**src/rtl/sw_alloc_pkg.sv**
```systemverilog
`default_nettype none

package sw_alloc_pkg;

    ////////////////////
    // router geometry

    localparam int NUM_PORT     = 5;
    localparam int NUM_VC       = 6;
    localparam int BYPASS_VC    = 4;
    localparam int NUM_DS_VC    = NUM_VC - 2;
    localparam int NUM_NET_PORT = 4;
    localparam int LOCAL_PORT   = 4;

    // age stamps and downstream buffering
    localparam int TIME_WIDTH   = 8;
    localparam int BUFFER_DEPTH = 4;

    ////////////////////
    // packed types

    // one bit per output port
    typedef logic [NUM_PORT-1:0] port_vec_t;

    // port index, one extra code for "no grant"
    typedef logic [$clog2(NUM_PORT+1)-1:0] pc_idx_t;
    localparam pc_idx_t NULL_PC = pc_idx_t'(NUM_PORT);

    typedef logic [$clog2(NUM_VC)-1:0] vc_idx_t;
    typedef logic [$clog2(NUM_DS_VC)-1:0] ds_vc_idx_t;
    typedef logic [NUM_DS_VC-1:0] ds_vc_vec_t;

    // larger value is the older flit
    typedef logic [TIME_WIDTH-1:0] age_t;

    // holds 0 up to a full buffer
    typedef logic [$clog2(BUFFER_DEPTH+1)-1:0] credit_t;

endpackage

`default_nettype wire

```
**src/rtl/alloc_feedback.sv**
```systemverilog
`timescale 1ns/1ns
`default_nettype none

module alloc_feedback (
    input  sw_alloc_pkg::port_vec_t [sw_alloc_pkg::NUM_PORT-1:0] win_req,
    input  sw_alloc_pkg::vc_idx_t   [sw_alloc_pkg::NUM_PORT-1:0] sel_vc,
    input  sw_alloc_pkg::pc_idx_t   [sw_alloc_pkg::NUM_PORT-1:0] sel_pc,
    output sw_alloc_pkg::port_vec_t [sw_alloc_pkg::NUM_PORT-1:0] uppv,
    output logic [sw_alloc_pkg::NUM_NET_PORT-1:0]                grant_new
);

    import sw_alloc_pkg::*;

    ////////////////////
    // retry vector

    // requested but lost, so the input keeps asking for it
    always_comb begin
        for (int i = 0; i < NUM_PORT; i++) begin
            for (int o = 0; o < NUM_PORT; o++) begin
                uppv[i][o] = win_req[i][o] && (sel_pc[o] != pc_idx_t'(i));
            end
        end
    end

    ////////////////////
    // bypass grant

    for (genvar i = 0; i < NUM_NET_PORT; i++) begin : g_bypass
        // outputs won by this input
        port_vec_t won_at;

        for (genvar o = 0; o < NUM_PORT; o++) begin : g_won
            assign won_at[o] = (sel_pc[o] == pc_idx_t'(i));
        end

        // newest flit sits in the bypass VC
        assign grant_new[i] = (sel_vc[i] == vc_idx_t'(BYPASS_VC)) && |won_at;
    end

endmodule

`default_nettype wire

```
**src/rtl/credit_tracker.sv**
```systemverilog
`timescale 1ns/1ns
`default_nettype none

module credit_tracker (
    input  logic                     clk,
    input  logic                     arst_n,
    input  sw_alloc_pkg::ds_vc_vec_t consume,
    input  sw_alloc_pkg::ds_vc_vec_t credit_return_in,
    output sw_alloc_pkg::ds_vc_vec_t credit_avail
);

    import sw_alloc_pkg::*;

    // free slots per downstream VC
    credit_t [NUM_DS_VC-1:0] count;

    ////////////////////
    // counter update

    always_ff @(posedge clk or negedge arst_n) begin
        if (!arst_n) begin
            for (int v = 0; v < NUM_DS_VC; v++) begin
                count[v] <= credit_t'(BUFFER_DEPTH);
            end
        end else begin
            for (int v = 0; v < NUM_DS_VC; v++) begin
                // return and consume together cancel out
                if (credit_return_in[v] && !consume[v]) begin
                    count[v] <= count[v] + 1'b1;
                end else if (consume[v] && !credit_return_in[v]) begin
                    count[v] <= count[v] - 1'b1;
                end
            end
        end
    end

    // registered view, so a consume shows up next cycle
    always_comb begin
        for (int v = 0; v < NUM_DS_VC; v++) begin
            credit_avail[v] = (count[v] != '0);
        end
    end

endmodule

`default_nettype wire

```
**src/rtl/lookahead_sw_alloc.sv**
```systemverilog
`timescale 1ns/1ns
`default_nettype none

module lookahead_sw_alloc (
    input  logic                                                 clk,
    input  logic                                                 arst_n,
    input  sw_alloc_pkg::port_vec_t
               [sw_alloc_pkg::NUM_PORT-1:0][sw_alloc_pkg::NUM_VC-1:0] req,
    input  sw_alloc_pkg::age_t
               [sw_alloc_pkg::NUM_PORT-1:0][sw_alloc_pkg::NUM_VC-1:0] age,
    input  sw_alloc_pkg::ds_vc_vec_t [sw_alloc_pkg::NUM_NET_PORT-1:0] credit_return_in,
    output sw_alloc_pkg::vc_idx_t    [sw_alloc_pkg::NUM_PORT-1:0]     sel_vc,
    output sw_alloc_pkg::pc_idx_t    [sw_alloc_pkg::NUM_PORT-1:0]     sel_pc,
    output sw_alloc_pkg::ds_vc_idx_t [sw_alloc_pkg::NUM_PORT-1:0]     vc_new,
    output sw_alloc_pkg::ds_vc_vec_t [sw_alloc_pkg::NUM_NET_PORT-1:0] credit_return_out,
    output sw_alloc_pkg::port_vec_t  [sw_alloc_pkg::NUM_PORT-1:0]     uppv,
    output logic [sw_alloc_pkg::NUM_NET_PORT-1:0]                     grant_new
);

    import sw_alloc_pkg::*;

    // winner of each input port
    age_t      [NUM_PORT-1:0] win_age;
    port_vec_t [NUM_PORT-1:0] win_req;

    // win_req turned around, one vector per output
    port_vec_t [NUM_PORT-1:0] req_at_out;

    ds_vc_vec_t [NUM_NET_PORT-1:0] credit_avail;

    ////////////////////
    // VC selection

    for (genvar i = 0; i < NUM_PORT; i++) begin : g_in
        vc_arbiter #(
            .NUM_VC_IN (NUM_VC)
        ) u_vc_arb (
            .req     (req[i]),
            .age     (age[i]),
            .sel_vc  (sel_vc[i]),
            .win_age (win_age[i]),
            .win_req (win_req[i])
        );

        for (genvar o = 0; o < NUM_PORT; o++) begin : g_turn
            assign req_at_out[o][i] = win_req[i][o];
        end
    end

    ////////////////////
    // switch arbitration

    for (genvar o = 0; o < NUM_PORT; o++) begin : g_out
        if (o != LOCAL_PORT) begin : g_net
            output_arbiter #(
                .OUT_PORT     (o),
                .CREDIT_CHECK (1'b1)
            ) u_out_arb (
                .win_req_bit  (req_at_out[o]),
                .win_age      (win_age),
                .credit_avail (credit_avail[o]),
                .sel_pc       (sel_pc[o]),
                .vc_new       (vc_new[o]),
                .consume      (credit_return_out[o])
            );

            // downstream slots of this output
            credit_tracker u_credit (
                .clk              (clk),
                .arst_n           (arst_n),
                .consume          (credit_return_out[o]),
                .credit_return_in (credit_return_in[o]),
                .credit_avail     (credit_avail[o])
            );
        end else begin : g_local
            // ejection, always room
            output_arbiter #(
                .OUT_PORT     (o),
                .CREDIT_CHECK (1'b0)
            ) u_out_arb (
                .win_req_bit  (req_at_out[o]),
                .win_age      (win_age),
                .credit_avail ('1),
                .sel_pc       (sel_pc[o]),
                .vc_new       (vc_new[o]),
                .consume      ()
            );
        end
    end

    ////////////////////
    // retry and bypass

    alloc_feedback u_feedback (
        .win_req   (win_req),
        .sel_vc    (sel_vc),
        .sel_pc    (sel_pc),
        .uppv      (uppv),
        .grant_new (grant_new)
    );

endmodule

`default_nettype wire

```
**src/rtl/output_arbiter.sv**
```systemverilog
`timescale 1ns/1ns
`default_nettype none

module output_arbiter #(
    parameter int OUT_PORT     = 0,
    // ejection port has unlimited buffering
    parameter bit CREDIT_CHECK = (OUT_PORT != sw_alloc_pkg::LOCAL_PORT)
) (
    input  sw_alloc_pkg::port_vec_t                         win_req_bit,
    input  sw_alloc_pkg::age_t [sw_alloc_pkg::NUM_PORT-1:0] win_age,
    input  sw_alloc_pkg::ds_vc_vec_t                        credit_avail,
    output sw_alloc_pkg::pc_idx_t                           sel_pc,
    output sw_alloc_pkg::ds_vc_idx_t                        vc_new,
    output sw_alloc_pkg::ds_vc_vec_t                        consume
);

    import sw_alloc_pkg::*;

    pc_idx_t    best_pc;
    age_t       best_age;
    logic       have_req;
    ds_vc_idx_t vc_pick;
    logic       have_credit;
    logic       granted;

    ////////////////////
    // oldest input wins

    always_comb begin
        best_pc  = '0;
        best_age = '0;
        have_req = 1'b0;
        for (int i = 0; i < NUM_PORT; i++) begin
            // lower index kept on equal age
            if (win_req_bit[i] && (!have_req || win_age[i] > best_age)) begin
                have_req = 1'b1;
                best_pc  = pc_idx_t'(i);
                best_age = win_age[i];
            end
        end
    end

    ////////////////////
    // downstream VC choice

    if (CREDIT_CHECK) begin : g_credit
        // lowest downstream VC with a free slot
        always_comb begin
            vc_pick = '0;
            for (int v = NUM_DS_VC - 1; v >= 0; v--) begin
                if (credit_avail[v]) begin
                    vc_pick = ds_vc_idx_t'(v);
                end
            end
        end
        assign have_credit = |credit_avail;
    end else begin : g_no_credit
        assign vc_pick     = '0;
        assign have_credit = 1'b1;
    end

    // no credit anywhere stalls the whole output
    assign granted = have_req && have_credit;
    assign sel_pc  = granted ? best_pc : NULL_PC;
    assign vc_new  = vc_pick;

    // one slot taken on the chosen VC
    always_comb begin
        consume = '0;
        if (granted) begin
            consume[vc_pick] = 1'b1;
        end
    end

endmodule

`default_nettype wire

```
**src/rtl/vc_arbiter.sv**
```systemverilog
`timescale 1ns/1ns
`default_nettype none

module vc_arbiter #(
    parameter int NUM_VC_IN = 6
) (
    input  sw_alloc_pkg::port_vec_t [NUM_VC_IN-1:0] req,
    input  sw_alloc_pkg::age_t      [NUM_VC_IN-1:0] age,
    output sw_alloc_pkg::vc_idx_t                   sel_vc,
    output sw_alloc_pkg::age_t                      win_age,
    output sw_alloc_pkg::port_vec_t                 win_req
);

    import sw_alloc_pkg::*;

    // per-VC request valid, any output wanted
    logic [NUM_VC_IN-1:0] vc_active;

    always_comb begin
        for (int v = 0; v < NUM_VC_IN; v++) begin
            vc_active[v] = |req[v];
        end
    end

    ////////////////////
    // oldest requesting VC

    // strict compare keeps the lowest index on a tie
    always_comb begin : pick_oldest
        logic found;
        found   = 1'b0;
        sel_vc  = '0;
        win_age = '0;
        win_req = '0;
        for (int v = 0; v < NUM_VC_IN; v++) begin
            if (vc_active[v] && (!found || age[v] > win_age)) begin
                found   = 1'b1;
                sel_vc  = vc_idx_t'(v);
                win_age = age[v];
                win_req = req[v];
            end
        end
    end

endmodule

`default_nettype wire

```
**config.mk**
```make
export PLATFORM = sky130hd
export DESIGN_NAME = lookahead_sw_alloc
export DESIGN_NICKNAME = d
export VERILOG_FILES = /design/src/rtl/sw_alloc_pkg.sv /design/src/rtl/alloc_feedback.sv /design/src/rtl/credit_tracker.sv /design/src/rtl/lookahead_sw_alloc.sv /design/src/rtl/output_arbiter.sv /design/src/rtl/vc_arbiter.sv
export SDC_FILE = /design/constraint.sdc
export NUM_CORES = 1
export LEC_CHECK = 0
export BUFFER_PORTS_ARGS = -buffer_cell sky130_fd_sc_hd__buf_2
export CAP_MARGIN = 20
export CORE_UTILIZATION = 36
export DETAILED_ROUTE_END_ITERATION = 10
export SLEW_MARGIN = 0
export SYNTH_ARGS = -nofsm -noshare
export SYNTH_HDL_FRONTEND = slang
export SYNTH_SLANG_ARGS = --single-unit
```
**constraint.sdc**
```tcl
create_clock -name clk -period 64.5 [get_ports clk]
set_input_delay 9.675 -clock clk [delete_from_list [all_inputs] [get_ports clk]]
set_output_delay 9.675 -clock clk [all_outputs]
set_load 0.005 [all_outputs]
```
==> impl_metrics.env <==
export IMPL_post_dp_hpwl_microns=72750
export IMPL_antenna_violating_nets_post_route=0
export IMPL_largest_registers="g_out.g_net.u_credit.count (48)"
export IMPL_register_with_the_most_flip_flops="g_out.g_net.u_credit.count"
export IMPL_postSynthCellCount=2577
export IMPL_netlist_top_cell_by_area="sky130_fd_sc_hd__ha_1"
export IMPL_run_status="finished clean"
export IMPL_dieHeight_microns=232.9
export IMPL_synth_top_cell_area_share_pct=24.51
export IMPL_critPathMaxStageDelay_ns=0.82
export IMPL_layout_cell_area_non_filler_sq_um=22620
export IMPL_floorplan_die_width_microns=232.9
export IMPL_synth_compound_area_share_pct=29.92
export IMPL_worst_slew_pin_transition_ns=1.197
export IMPL_grt_max_degree=49
export IMPL_finalCriticalPeriod_ns=41.00
export IMPL_hold_viol_final=0
export IMPL_top_reg_cell_synth="sky130_fd_sc_hd__dfrtp_1"
export IMPL_antenna_violations_before_repair=13
export IMPL_yosys_warning_total=0
export IMPL_cts_buffers=5
export IMPL_post_cts_setup_buffer_count=0
export IMPL_crit_path_start="req[1]"
export IMPL_initial_utilization_pct=36.46
export IMPL_cts_path_max_buffers=2
export IMPL_1st_iter_drt_viols=1541
export IMPL_num_nets_final=3830
export IMPL_wire_length_of_the_first_global_routing_pass_microns=125200
export IMPL_timing_critical_path_fanout_max=18
export IMPL_yosys_mux_area_fraction_pct=6.994
export IMPL_fraction_of_layout_cells_with_a_size_suffix_above_1_pct=23.46
export IMPL_post_synth_xor_area_fraction_pct=2.190
export IMPL_fmaxAchievable_mhz=24.39
export IMPL_yosys_cell_types_count=104
export IMPL_critPathLaunchType="input pin"
export IMPL_buffer_ports_inserted=490
export IMPL_multi_input_comb_area_sq_um=16980
export IMPL_timing_critical_path_arrival_ns=31.33
export IMPL_post_drt_via_cell_ratio=5.989
export IMPL_global_route_overflow_total=0
export IMPL_cp_data_required_time_ns=54.83
export IMPL_fill_cells=5455
export IMPL_area_growth_syn_to_layout_pct=17.84
export IMPL_reg2reg_from="g_out[1].g_net.u_credit.count[3]$_DFFE_PN0P_"
export IMPL_report_final_slew_viol_count=0
export IMPL_seq_area_sq_um=1221
export IMPL_gp_congestion=1.060
export IMPL_clock_skew_ns=0.004982
export IMPL_setup_viol=0
export IMPL_post_synth_fa_ha_maj_area_fraction_pct=26.18
export IMPL_totalNegativeSetupSlack_ns=0
export IMPL_avgSynthCellArea_sq_um=7.449
export IMPL_placed_area_sq_um=22400
export IMPL_rows=84
export IMPL_worst_setup_path_end_kind="primary output"
export IMPL_post_synth_and_or_nand_nor_area_fraction_pct=23.09
export IMPL_wl_per_cell_microns=22.64
export IMPL_core_area_sq_um=52660
export IMPL_largest_reg_flops=48
export IMPL_clk_root_buffer_cell="sky130_fd_sc_hd__clkbuf_16"
export IMPL_area_of_the_mapped_netlist_sq_um=19200
export IMPL_clk_latency_ns=0.29
export IMPL_dieArea_sq_um=54250
export IMPL_first_global_vias=21950
export IMPL_num_io_pins=493
export IMPL_synth_area_top_cells="sky130_fd_sc_hd__ha_1 25%, sky130_fd_sc_hd__a21oi_1 5.5%, sky130_fd_sc_hd__nor2_1 4.5%"
export IMPL_drtPass1Iterations=7
export IMPL_number_of_enable_flip_flop_cells_after_synthesis=0
export IMPL_cp_common_cell="sky130_fd_sc_hd__o21a_1"
export IMPL_relSlewSlack_pct=19.95
export IMPL_critical_path_class="input pin to primary output"
export IMPL_grt_setup_unrepaired="no"
export IMPL_vias=22330
export IMPL_min_from="g_out[1].g_net.u_credit.count[5]$_DFFE_PN1P_"
export IMPL_cts_tree="yes"
export IMPL_clk_pin_slew_worst_paths_ns=0.07
export IMPL_clock_sinks=48
export IMPL_holdCritPathClass="register to register"
export IMPL_max_cap_violations=0
export IMPL_fin_crit_sh_pct=63.57
export IMPL_htree_num_levels=2
export IMPL_cts_resized=0
export IMPL_routed_wl_microns=84400
export IMPL_synth_seq_area_share_pct=6.362
export IMPL_cts_hold_fix_buffers=0
export IMPL_grt_util_all_layers_pct=29.80
export IMPL_largest_family_of_logic_cells_by_synthesized_area="compound AO/OA/AOI/OAI gates"
export IMPL_postSynthRegisterBits=48
export IMPL_ys_async_sr_fraction_pct=100.0
export IMPL_detail_route_drc_violations=0
export IMPL_cp_slowest_cell="sky130_fd_sc_hd__nor2_1"
-- worst paths after layout --
kind / cells past startpoint / to / slack, ns
max: 84 / grant_new[2] / 23.50
min: 1 / g_out[1].g_net.u_credit.count[5]$_DFFE_PN1P_ / 0.53
max reg2reg: 7 / g_out[1].g_net.u_credit.count[10]$_DFFE_PN0P_ / 61.85
min reg2reg: 1 / g_out[1].g_net.u_credit.count[5]$_DFFE_PN1P_ / 0.53
max in group asynchronous: 2 / g_out[2].g_net.u_credit.count[8]$_DFFE_PN1P_ / 54.72
min in group asynchronous: 1 / g_out[3].g_net.u_credit.count[7]$_DFFE_PN0P_ / 9.23
-- layout by cell type, fill, tap and decap left out, types with 9 or more instances in the layout --
cell | Yosys | routed
sky130_fd_sc_hd__nor2_1 | 229 | 229
sky130_fd_sc_hd__and3_1 | 18 | 18
sky130_fd_sc_hd__or2_2 | 34 | 34
sky130_fd_sc_hd__fa_1 | 16 | 16
sky130_fd_sc_hd__a221oi_1 | 14 | 14
sky130_fd_sc_hd__and2_1 | 49 | 49
sky130_fd_sc_hd__diode_2 | 0 | 9
sky130_fd_sc_hd__nand2b_1 | 20 | 20
sky130_fd_sc_hd__o21bai_1 | 10 | 10
sky130_fd_sc_hd__o21a_1 | 61 | 61
sky130_fd_sc_hd__a222oi_1 | 12 | 12
sky130_fd_sc_hd__o31ai_1 | 16 | 16
sky130_fd_sc_hd__nor2b_1 | 50 | 50
sky130_fd_sc_hd__a211oi_1 | 30 | 30
sky130_fd_sc_hd__a21oi_1 | 211 | 211
sky130_fd_sc_hd__xnor2_1 | 16 | 16
sky130_fd_sc_hd__a21o_1 | 75 | 75
sky130_fd_sc_hd__nand4_1 | 64 | 64
sky130_fd_sc_hd__o211ai_1 | 33 | 33
sky130_fd_sc_hd__xor2_1 | 32 | 32
sky130_fd_sc_hd__a31oi_1 | 45 | 45
sky130_fd_sc_hd__nor3_1 | 54 | 54
sky130_fd_sc_hd__dfrtp_1 | 32 | 32
sky130_fd_sc_hd__buf_2 | 24 | 490
sky130_fd_sc_hd__nand3_1 | 66 | 66
sky130_fd_sc_hd__a211o_1 | 10 | 10
sky130_fd_sc_hd__o21ai_0 | 145 | 137
sky130_fd_sc_hd__or3_1 | 26 | 26
sky130_fd_sc_hd__ha_1 | 376 | 376
sky130_fd_sc_hd__a22oi_1 | 30 | 30
sky130_fd_sc_hd__o21ai_1 | 12 | 18
sky130_fd_sc_hd__mux2i_1 | 49 | 49
sky130_fd_sc_hd__dfstp_2 | 16 | 16
sky130_fd_sc_hd__nand2_1 | 183 | 183
sky130_fd_sc_hd__a311oi_1 | 13 | 13
sky130_fd_sc_hd__o22ai_1 | 12 | 12
sky130_fd_sc_hd__buf_4 | 8 | 34
sky130_fd_sc_hd__or4_1 | 24 | 24
sky130_fd_sc_hd__inv_1 | 166 | 166
sky130_fd_sc_hd__mux2_2 | 73 | 73
-- per-stage QoR --
step	util, %	hold WS (ns)	instances	setup WS, ns
6_report	42.96	0.5261	3728	23.50
5_1_grt	42.95	0.5342	3727	21.82
4_1_cts	42.85	0.5261	3717	23.98
3_5_place_dp	42.53	0.5141	3709	24.04
3_3_place_gp	42.53	0.5115	3709	24.69
2_1_floorplan	-	0.4943	2578	28.01
-- worst max-delay path: cells and delay by family --
family                     cells  cell delay [ns]
AOI/OAI and AO/OA             47            11.31
muxes                          1             0.35
and+or+nand+nor               25             6.89
buffers and inverters          2             0.29
adders and majority gates      9             2.80
-- synthesized netlist by cell type, drive strengths merged, types with 12 or more instances --
library cell  count
a211oi           32
a21o             76
a21oi           215
a221oi           17
a222oi           12
a22oi            30
a311oi           13
a31oi            46
and2             50
and3             18
buf              36
clkbuf           45
dfrtp            32
dfstp            16
fa               16
ha              376
inv             167
mux2             75
mux2i            49
nand2           183
nand2b           20
nand3            66
nand4            64
nor2            234
nor2b            50
nor3             55
o211ai           34
o21a             61
o21ai           163
o22ai            14
o31ai            17
or2              40
or3              26
or4              28
xnor2            16
xor2             32
-- metal layers --
metal / GRT usage, % / wire length [microns] / up-vias / part of all wire, %
li1: - / - / 10670 / -
met1: 35.47 / 34330 / 10510 / 41
met2: 52.38 / 40500 / 932 / 48
met3: 5.270 / 5970 / 202 / 7.1
met4: 12.17 / 3561 / 8 / 4.2
met5: 0 / 47 / - / 0.056
-- cell type report --
type / instances / share of cell area, %
multi-input combinational: 2282 / 75.06
timing repair buffer: 526 / 12.12
sequential: 48 / 5.399
tap: 688 / 3.806
inverter: 167 / 2.771
clock buffer: 5 / 0.5531
clock inverter: 3 / 0.1881
antenna: 9 / 0.09956
-- cell families (layout without fill, tap and decap cells) --
group / Yosys count / count (layout)
AOI/OAI and AO/OA: 847 / 847
xor gates and xnor gates: 48 / 48
muxes: 124 / 124
other: 1 / 11
and+or+nand+nor: 869 / 869
buffers and inverters: 248 / 701
DFF: 48 / 48
adders and majority gates: 392 / 392
Power is not shown: default switching activity piles up to over one toggle a cycle in this logic, so the estimate is an artifact.
